==> config.mk <==
export PLATFORM = sky130hd
export DESIGN_NAME = sap_cpu
export DESIGN_NICKNAME = d
export VERILOG_FILES = /design/src/source/sap_pkg.sv /design/src/source/sap_cpu.sv /design/src/source/arith_unit.sv /design/src/source/memory_unit.sv /design/src/source/fetch_unit.sv /design/src/source/control_sequencer.sv
export SDC_FILE = /design/constraint.sdc
export NUM_CORES = 1
export LEC_CHECK = 0
export BUFFER_PORTS_ARGS = -buffer_cell sky130_fd_sc_hd__buf_2
export CAP_MARGIN = 20
export CORE_ASPECT_RATIO = 0.8
export CORE_MARGIN = 2
export CORE_UTILIZATION = 45
export DETAILED_ROUTE_END_ITERATION = 16
export SYNTH_ARGS = -nofsm -noshare
export SYNTH_HDL_FRONTEND = slang
export SYNTH_SLANG_ARGS = --single-unit
==> constraint.sdc <==
create_clock -name clk -period 2.69 [get_ports clk]
set_input_delay 0.538 -clock clk [delete_from_list [all_inputs] [get_ports clk]]
set_output_delay 0.538 -clock clk [all_outputs]
set_load 0.05 [all_outputs]
==> src/source/sap_pkg.sv <==
// Shared widths, opcodes, step encoding and control word for the accumulator CPU
// Imported by every RTL block of the core

`default_nettype none

package sap_pkg;

    localparam int data_w    = 8;   // Bus and register width
    localparam int addr_w    = 4;   // Memory address width
    localparam int ram_depth = 16;  // Words of program and data memory

    // Upper nibble of an instruction word, codes 8 to 15 behave as NOP
    typedef enum logic [3:0] {
        op_hlt = 4'h0,
        op_nop = 4'h1,
        op_add = 4'h2,
        op_sub = 4'h3,
        op_lda = 4'h4,
        op_out = 4'h5,
        op_sta = 4'h6,
        op_jmp = 4'h7
    } opcode_t;

    // Micro-operation steps, t_hold only while in reset
    typedef enum logic [2:0] {
        t0     = 3'd0,
        t1     = 3'd1,
        t2     = 3'd2,
        t3     = 3'd3,
        t4     = 3'd4,
        t5     = 3'd5,
        t_hold = 3'd6
    } step_t;

    // One bit per datapath strobe, all active high
    typedef struct packed {
        logic pc_inc;         // Program counter increment
        logic pc_en;          // PC onto bus
        logic pc_load;        // PC from bus
        logic mar_addr_load;  // Address register from bus
        logic mar_mem_load;   // Data holding register from bus
        logic ram_en;         // RAM read data onto bus
        logic ram_load;       // RAM write
        logic ir_load;        // Instruction register from bus
        logic ir_en;          // Operand onto bus
        logic rega_load;      // Accumulator from bus
        logic rega_en;        // Accumulator onto bus
        logic alu_sub;        // Subtract instead of add
        logic regb_en;        // ALU result onto bus
        logic regb_load;      // B register from bus
        logic out_load;       // Output register from bus
    } control_word_t;

    // Nothing driven, nothing loaded
    localparam control_word_t ctrl_idle = '0;

endpackage

`default_nettype wire
==> src/source/sap_cpu.sv <==
// Top level of the bus-based accumulator CPU
// Muxes the shared bus from the enabled source and ties the four blocks together

`default_nettype none

module sap_cpu
    import sap_pkg::*;
(
    input  logic                clk,
    input  logic                rst_n,
    input  logic                prog_we,
    input  logic [addr_w-1:0]   prog_addr,
    input  logic [data_w-1:0]   prog_data,
    output logic [data_w-1:0]   out_value,
    output logic                out_valid,
    output logic                halted
);

    control_word_t     ctrl;
    opcode_t           opcode;
    logic [data_w-1:0] w_bus;
    logic [addr_w-1:0] pc_value;
    logic [addr_w-1:0] ir_operand;
    logic [data_w-1:0] ram_data;
    logic [data_w-1:0] rega_value;
    logic [data_w-1:0] alu_result;

    // Shared bus, enables are one-hot so the order does not matter
    always_comb begin
        w_bus = '0;
        if (ctrl.pc_en) begin
            w_bus = {{(data_w-addr_w){1'b0}}, pc_value};
        end else if (ctrl.ir_en) begin
            w_bus = {{(data_w-addr_w){1'b0}}, ir_operand};
        end else if (ctrl.ram_en) begin
            w_bus = ram_data;
        end else if (ctrl.rega_en) begin
            w_bus = rega_value;
        end else if (ctrl.regb_en) begin
            w_bus = alu_result;  // Sum or difference
        end
    end

    control_sequencer u_sequencer (
        .clk    (clk),
        .rst_n  (rst_n),
        .opcode (opcode),
        .ctrl   (ctrl),
        .halted (halted)
    );

    fetch_unit u_fetch (
        .clk        (clk),
        .rst_n      (rst_n),
        .ctrl       (ctrl),
        .w_bus      (w_bus),
        .pc_value   (pc_value),
        .ir_operand (ir_operand),
        .opcode     (opcode)
    );

    memory_unit u_memory (
        .clk       (clk),
        .rst_n     (rst_n),
        .ctrl      (ctrl),
        .w_bus     (w_bus),
        .prog_we   (prog_we),
        .prog_addr (prog_addr),
        .prog_data (prog_data),
        .ram_data  (ram_data)
    );

    arith_unit u_arith (
        .clk        (clk),
        .rst_n      (rst_n),
        .ctrl       (ctrl),
        .w_bus      (w_bus),
        .rega_value (rega_value),
        .alu_result (alu_result),
        .out_value  (out_value),
        .out_valid  (out_valid)
    );

endmodule

`default_nettype wire

==> src/source/arith_unit.sv <==
// Accumulator, B register, adder-subtractor and output register of the accumulator CPU
// out_valid pulses for one cycle each time the output register loads

`default_nettype none

module arith_unit
    import sap_pkg::*;
(
    input  logic                clk,
    input  logic                rst_n,
    input  control_word_t       ctrl,
    input  logic [data_w-1:0]   w_bus,
    output logic [data_w-1:0]   rega_value,
    output logic [data_w-1:0]   alu_result,
    output logic [data_w-1:0]   out_value,
    output logic                out_valid
);

    logic [data_w-1:0] rega;
    logic [data_w-1:0] regb;

    // Accumulator
    always_ff @(posedge clk) begin
        if (!rst_n) begin
            rega <= '0;
        end else if (ctrl.rega_load) begin
            rega <= w_bus;
        end
    end

    // B operand
    always_ff @(posedge clk) begin
        if (!rst_n) begin
            regb <= '0;
        end else if (ctrl.regb_load) begin
            regb <= w_bus;
        end
    end

    // Modulo 256 on both paths
    always_comb begin
        if (ctrl.alu_sub) begin
            alu_result = rega - regb;
        end else begin
            alu_result = rega + regb;
        end
    end

    // Output register and its strobe
    always_ff @(posedge clk) begin
        if (!rst_n) begin
            out_value <= '0;
            out_valid <= 1'b0;
        end else begin
            out_valid <= ctrl.out_load;  // High for the cycle after the load
            if (ctrl.out_load) begin
                out_value <= w_bus;
            end
        end
    end

    assign rega_value = rega;

endmodule

`default_nettype wire

==> src/source/memory_unit.sv <==
// Address register, data holding register and 16-word RAM of the accumulator CPU
// The program-load port writes the RAM only while the core is held in reset

`default_nettype none

module memory_unit
    import sap_pkg::*;
(
    input  logic                clk,
    input  logic                rst_n,
    input  control_word_t       ctrl,
    input  logic [data_w-1:0]   w_bus,
    input  logic                prog_we,
    input  logic [addr_w-1:0]   prog_addr,
    input  logic [data_w-1:0]   prog_data,
    output logic [data_w-1:0]   ram_data
);

    logic [addr_w-1:0] mar;
    logic [data_w-1:0] mdr;
    logic [data_w-1:0] ram [ram_depth];

    // Memory address register
    always_ff @(posedge clk) begin
        if (!rst_n) begin
            mar <= '0;
        end else if (ctrl.mar_addr_load) begin
            mar <= w_bus[addr_w-1:0];
        end
    end

    // Data holding register for STA
    always_ff @(posedge clk) begin
        if (ctrl.mar_mem_load) begin
            mdr <= w_bus;
        end
    end

    // Loader port in reset, store path afterwards
    always_ff @(posedge clk) begin
        if (!rst_n) begin
            if (prog_we) begin
                ram[prog_addr] <= prog_data;
            end
        end else if (ctrl.ram_load) begin
            ram[mar] <= mdr;
        end
    end

    assign ram_data = ram[mar];  // Asynchronous read

    // Loader writes after release would race the running program
    a_prog_in_reset: assert property (@(posedge clk) rst_n |-> !prog_we)
        else $error("prog_we asserted outside reset");

endmodule

`default_nettype wire

==> src/source/fetch_unit.sv <==
// Program counter and instruction register of the accumulator CPU
// Both load from the shared bus on the rising edge under the control word

`default_nettype none

module fetch_unit
    import sap_pkg::*;
(
    input  logic                clk,
    input  logic                rst_n,
    input  control_word_t       ctrl,
    input  logic [data_w-1:0]   w_bus,
    output logic [addr_w-1:0]   pc_value,
    output logic [addr_w-1:0]   ir_operand,
    output opcode_t             opcode
);

    logic [addr_w-1:0] pc;
    logic [data_w-1:0] ir_word;

    // Program counter
    always_ff @(posedge clk) begin
        if (!rst_n) begin
            pc <= '0;
        end else if (ctrl.pc_load) begin
            pc <= w_bus[addr_w-1:0];  // Jump target from operand
        end else if (ctrl.pc_inc) begin
            pc <= pc + 1'b1;  // Wraps at 16
        end
    end

    // Instruction register, holds NOP after reset so t1 still increments
    always_ff @(posedge clk) begin
        if (!rst_n) begin
            ir_word <= {op_nop, {addr_w{1'b0}}};
        end else if (ctrl.ir_load) begin
            ir_word <= w_bus;
        end
    end

    assign pc_value   = pc;
    assign ir_operand = ir_word[addr_w-1:0];
    assign opcode     = opcode_t'(ir_word[data_w-1:addr_w]);  // Codes 8 to 15 kept as is

endmodule

`default_nettype wire

==> src/source/control_sequencer.sv <==
// Step counter and microcode decode for the accumulator CPU
// Steps advance on the falling edge so the control word is settled before each rising edge

`default_nettype none

module control_sequencer
    import sap_pkg::*;
(
    input  logic          clk,
    input  logic          rst_n,
    input  opcode_t       opcode,
    output control_word_t ctrl,
    output logic          halted
);

    step_t step;

    // Step register, parked in t_hold through reset
    always_ff @(negedge clk) begin
        if (!rst_n) begin
            step   <= t_hold;
            halted <= 1'b0;
        end else begin
            case (step)
                t_hold:  step <= t0;
                t5:      step <= t0;  // Six steps per instruction
                default: step <= step_t'(step + 3'd1);
            endcase
            if (step == t3 && opcode == op_hlt) begin
                halted <= 1'b1;  // Sticky until reset
            end
        end
    end

    // Microcode decode
    always_comb begin
        ctrl = ctrl_idle;
        case (step)
            t0: begin
                ctrl.pc_en         = 1'b1;
                ctrl.mar_addr_load = 1'b1;
            end
            t1: begin
                if (opcode != op_hlt) begin
                    ctrl.pc_inc = 1'b1;
                end
            end
            t2: begin
                ctrl.ram_en  = 1'b1;
                ctrl.ir_load = !halted;  // Keep HLT in the IR once halted
            end
            t3: begin
                case (opcode)
                    op_add, op_sub, op_lda, op_sta: begin
                        ctrl.ir_en         = 1'b1;
                        ctrl.mar_addr_load = 1'b1;
                    end
                    op_out: begin
                        ctrl.rega_en  = 1'b1;
                        ctrl.out_load = 1'b1;
                    end
                    op_jmp: begin
                        ctrl.ir_en   = 1'b1;
                        ctrl.pc_load = 1'b1;
                    end
                    default: ;
                endcase
            end
            t4: begin
                case (opcode)
                    op_add, op_sub: begin
                        ctrl.ram_en    = 1'b1;
                        ctrl.regb_load = 1'b1;
                    end
                    op_lda: begin
                        ctrl.ram_en    = 1'b1;
                        ctrl.rega_load = 1'b1;
                    end
                    op_sta: begin
                        ctrl.rega_en      = 1'b1;
                        ctrl.mar_mem_load = 1'b1;
                    end
                    default: ;
                endcase
            end
            t5: begin
                case (opcode)
                    op_add, op_sub: begin
                        ctrl.alu_sub   = (opcode == op_sub);
                        ctrl.regb_en   = 1'b1;
                        ctrl.rega_load = 1'b1;
                    end
                    op_sta: ctrl.ram_load = 1'b1;
                    default: ;
                endcase
            end
            default: ;  // t_hold stays idle
        endcase
    end

    // Bus contention would corrupt every block loading in that step
    a_bus_onehot: assert property (@(posedge clk) disable iff (!rst_n)
        $onehot0({ctrl.pc_en, ctrl.ir_en, ctrl.ram_en, ctrl.rega_en, ctrl.regb_en}))
        else $error("multiple bus drivers");

    a_step_legal: assert property (@(posedge clk)
        step inside {t0, t1, t2, t3, t4, t5, t_hold})
        else $error("illegal step %0d", step);

    a_pc_exclusive: assert property (@(posedge clk) disable iff (!rst_n)
        !(ctrl.pc_inc && ctrl.pc_load))
        else $error("pc_inc with pc_load");

endmodule

`default_nettype wire

# [After elaboration in Yosys (flattened, before gate mapping)]
# Memory sizes are Yosys's and may differ from the RTL's. A register that Yosys moved wholly into a read port is not among the register bits.
# Index checks and enable logic that the tools add are counted.
# Widths: inputs -> output; s select.
[totals] elab_cells=86 n_memories=1 output_inout_bits=10 ff_bits=53 mem_bits_rw=128
[classes] reduce_logical=13 n_mux=44 n_bitwise=1 n_eq_ne=12 n_addsub=4
[mem_list] name="u_memory.ram" depth=16 width=8 rd=1 rd_clocked_by_memory_dff=1 write_ports=1 line_no="memory_unit.sv:21" source="logic [data_w-1:0] ram [ram_depth];"
[ops] operator="$mux 8" count=7
[ops] operator="$mux 1" count=25
[ops] operator="$mux 4" count=5
[ops] operator="$eq 4x3->1 const B" count=4
[ops] operator="$eq 3x3->1 const B" count=3
[ops] operator="$add 8x8->8" count=1
[ops] operator="$eq 4x2->1 const B" count=2
[ops] operator="$pmux 1 s2" count=4
[ops] operator="$reduce_or 8->1" count=1
[ops] operator="$sub 8x8->8" count=1
[ops] operator="$eq 3x2->1 const B" count=2
[ops] operator="$reduce_or 3->1" count=2
[ops] operator="$reduce_or 5->1" count=1
[ops] operator="$add 4x1->4 const B" count=1
[ops] operator="$logic_not 4->1" count=1
[ops] operator="$mux 2" count=2
[ops] operator="$reduce_bool 4->1" count=1
[ops] operator="$reduce_or 2->1" count=2
[ops] operator="$reduce_or 4->1" count=1
[ops] operator="$add 3x1->3 const B" count=1
[ops] operator="$eq 3x1->1 const B" count=1
[ops] operator="$logic_not 3->1" count=1
[ops] operator="$mux 3" count=1
[ops] operator="$reduce_bool 2->1" count=1
[ops] operator="other kinds (3)" count=3

# [Logic depth before layout (Yosys ltp)]
[depth] depth_word=12 depth_mapped=14 ltp_nobuf=14

# [Hierarchy]
# From an unflattened synthesis, not the netlist that was laid out.
[unflattened] hier_cells=546 area_unflattened_um2=8274.2
[modules_own_cells] module="memory_unit" area_per_inst_um2=5652.9 seq_area_each_um2=4244.1 n_inst=1 cells_per_inst=267
[modules_own_cells] module="arith_unit" area_per_inst_um2=1392.6 seq_area_each_um2=500.5 n_inst=1 cells_per_inst=140
[modules_own_cells] module="fetch_unit" area_per_inst_um2=491.7 seq_area_each_um2=240.2 n_inst=1 cells_per_inst=48
[modules_own_cells] module="control_sequencer" area_per_inst_um2=409.1 seq_area_each_um2=80.1 n_inst=1 cells_per_inst=55
[modules_own_cells] module="sap_cpu" area_per_inst_um2=327.8 seq_area_each_um2=0.0 n_inst=1 cells_per_inst=36

==> impl_metrics.json <==
{
  "drc": 0,
  "drt_iter0_drc": 500,
  "report.final.setup_viol": 318,
  "nets": 782,
  "die_w_um": 154,
  "power.density_nw_per_um2": 736,
  "start_kind": "register",
  "worstMarginPinSlew_ns": 0.681,
  "relSlewSlack_pct": 54.4,
  "cts.sinks": 185,
  "critPathTopFamily": "simple AND/OR/NAND/NOR gates",
  "rsz0062_at_grt": "yes",
  "synth_cell_type_count": 60,
  "crit_path_start": "u_sequencer.step[1]",
  "hold_viol_final": 0,
  "start_util_pct": 46.3,
  "clockBufferDepth": 2,
  "synth_seq_cells": 185,
  "hold_buffers": 0,
  "grt_pass1_vias": 5489,
  "finalWorstSetupSlack_ns": -1.51,
  "fp.coreArea_um2": 17400,
  "place_congestion": 0.891,
  "rows": 43,
  "synth_top_area_share_pct": 50.6,
  "yosys_warnings": 0,
  "insertion_delay_ns": 0.47,
  "place_inst": 927,
  "grt_use_total_pct": 23.9,
  "clk_pin_slew_worst_paths_ns": 0.07,
  "yosysSeqAreaShare_pct": 62.7,
  "dp_slack_ns": -1.48,
  "synth_edf_count": 136,
  "viasPerCell": 5.74,
  "grt_pass1_wl_um": 33100,
  "path_max_fanout": 4,
  "syn_nets": 601,
  "clock_skew_ns": 0.0411,
  "final_core_util_pct": 63.2,
  "regToRegStartpoint": "u_sequencer.step[1]",
  "die_area_um2": 19000,
  "drive_gt1_share_pct": 45.7,
  "vias": 5671,
  "worstPathRequired_ns": 2.87,
  "hold_path_class": "register to register",
  "port_buffers": 24,
  "path_cells": "inv_2 > ha_4 > nand4b_1 > nor2_4 > nor2_1 > xnor2_1 > ha_2 > or2_4 > o21ai_2 > xnor2_1 > a221oi_2 > nor3_2 > o21ai_2 > inv_1",
  "grt_antenna_before_repair": 0,
  "gr-total-overflow": 0,
  "synth_top_cell_by_area": "edfxtp_1",
  "dr.pass1.iters": 5,
  "worst-setup-path-type": "register to register",
  "synth-async-reset-ratio_pct": 0,
  "syn_avg_cell_area_um2": 14.1,
  "postLayoutCellArea_um2": 11000,
  "critPathBufInv": 2,
  "violations": "setup timing",
  "placed_area_um2": 9480,
  "antenna_cells": 0,
  "dp_hpwl_um": 14500,
  "end_kind": "register",
  "syn_area_um2": 8080,
  "synth_flop_cell": "edfxtp_1",
  "finalPower_mw": 8.11,
  "cts-htree-levels": 4,
  "final_cells": 988,
  "nFillCells": 1301,
  "min-delay-start": "u_arith.out_value[4]",
  "ctsRootBufferMaster": "clkbuf_16",
  "cts_buffers": 17,
  "drv_cap": 0,
  "leakage_nw": 3.94,
  "synth.top_cells.by_area": "edfxtp_1 51%, dfxtp_1 12%, mux4_2 10%",
  "cp_slowest_cell": "a221oi_2",
  "synth_cells": 571,
  "wirelength_um": 22200,
  "slowest_delay_ns": 0.40,
  "syn_to_final_growth_pct": 36.4,
  "ioPinCount": 25,
  "grt_start_max_net_pins": 39,
  "postRouteAntennaNets": 0,
  "drv_slew": 0,
  "ir_worst_vdd_v": 0.000566,
  "cp.arrival_ns": 4.38,
  "cts_tree": "yes",
  "status": "complete, but fails checks",
  "die_y_um": 124,
  "wl_per_cell_um": 22.4
}
## cells in the final DEF (no fill, tap or decap), drive strengths merged, types with 5 or more instances in the layout
master,synthesis,layout
nor3,10,10
edfxtp,136,136
a211oi,6,6
buf,14,179
o21ai,35,35
nor2b,11,11
nand2b,7,7
a31oi,12,12
mux4,36,36
clkinv,0,5
nor2,39,39
o32ai,5,5
nand2,43,43
o22ai,8,8
ha,14,14
a21oi,20,20
nand3,8,8
mux2i,11,11
a21boi,5,5
or2,6,6
inv,19,27
clkbuf,8,17
xnor2,11,11
dfxtp,49,49
mux2,10,12
and2,7,7
## metrics by stage
stage          setup TNS (ns)  hold WS, ns
6_report              -315.95        0.477
5_1_grt               -347.22        0.506
4_1_cts               -297.66        0.482
3_5_place_dp          -301.99        0.474
3_3_place_gp          -291.56        0.461
2_1_floorplan         -285.49        0.441
## power by group
group / leakage, nW / internal, mW / switching [mW]
Clock: 0.301 / 1.38 / 1.10
Sequential: 1.63 / 3.18 / 0.0943
Combinational: 2.01 / 1.15 / 1.21
## synth_stat cells (all sizes together) (10+ instances only)
cell type,n
xnor2,11
nor2,39
dfxtp,49
edfxtp,136
ha,14
inv,19
a31oi,12
mux4,36
mux2i,11
nor3,10
nand2,43
buf,14
o21ai,35
nor2b,11
mux2,10
a21oi,20
## worst register-to-register path, cell delays in order (launching register included)
cell,delay [ns]
dfxtp_2,0.31
inv_2,0.07
ha_4,0.12
nand4b_1,0.14
nor2_4,0.25
nor2_1,0.09
xnor2_1,0.16
ha_2,0.32
or2_4,0.25
o21ai_2,0.06
xnor2_1,0.09
a221oi_2,0.40
nor3_2,0.09
o21ai_2,0.14
inv_1,0.08
## cell type report
| cell class | instances | area (um2) | area share [%] |
|---|---|---|---|
| Inverter | 18 | 70.1 | 0.636 |
| Clock buffer | 17 | 425 | 3.86 |
| Tap cell | 225 | 282 | 2.56 |
| Sequential cell | 185 | 5070 | 46.0 |
| Timing Repair Buffer | 179 | 1560 | 14.2 |
| Clock inverter | 17 | 158 | 1.43 |
| Multi-Input combinational cell | 347 | 3450 | 31.3 |
## per-layer routing
| layer | up-vias | global-route usage, % | wire (um) |
|---|---|---|---|
| li1 | 2562 | - | - |
| met1 | 2896 | 36.5 | 10400 |
| met2 | 184 | 35.4 | 9980 |
| met3 | 29 | 5.18 | 1530 |
| met4 | 0 | 5.56 | 275 |
| met5 | - | 0 | 0 |
## what timing repair did
action | CTS | global route
resized for setup | 137 | 27
pin swaps | 47 | 32
cloned | 3 | 0
buffers inserted | 19 | 11
endpoints found under the setup margin | 318 | 318
## logic make-up (layout without fill, tap and decap cells)
| group | Yosys count | count (layout) | share of synthesized area [%] |
|---|---|---|---|
| xor+xnor | 15 | 15 | 1.63 |
| compound gates | 112 | 112 | 8.94 |
| mux | 57 | 59 | 12.8 |
| simple gates | 146 | 146 | 9.08 |
| buf+inv | 41 | 231 | 2.42 |
| flops | 185 | 185 | 62.7 |
| fa+ha+maj | 15 | 15 | 2.42 |
## registers in the layout, indices dropped and copies added, names as in the netlist, named ones only
| register | cells |
|---|---|
| u_memory.ram | 128 |
| u_arith.out_value | 8 |
| u_arith.rega_value | 8 |
| u_arith.regb | 8 |
| u_fetch.ir_word | 8 |
| u_memory.mdr | 8 |
| u_fetch.pc_value | 4 |
| u_memory.mar | 4 |
| u_sequencer.step | 3 |
| u_arith.out_valid | 1 |
| u_sequencer.halted | 1 |
## worst paths after layout
| path | endpoint | slack, ns | depth (start not counted) |
|---|---|---|---|
| worst max-delay path | u_memory.mdr[3] | -1.51 | 14 |
| worst min-delay path | u_arith.out_value[4] | 0.48 | 2 |
| worst max register to register | u_memory.mdr[3] | -1.51 | 14 |
| worst min register to register | u_arith.out_value[4] | 0.48 | 2 |
Note: power is estimated with default switching activity, not from simulation.
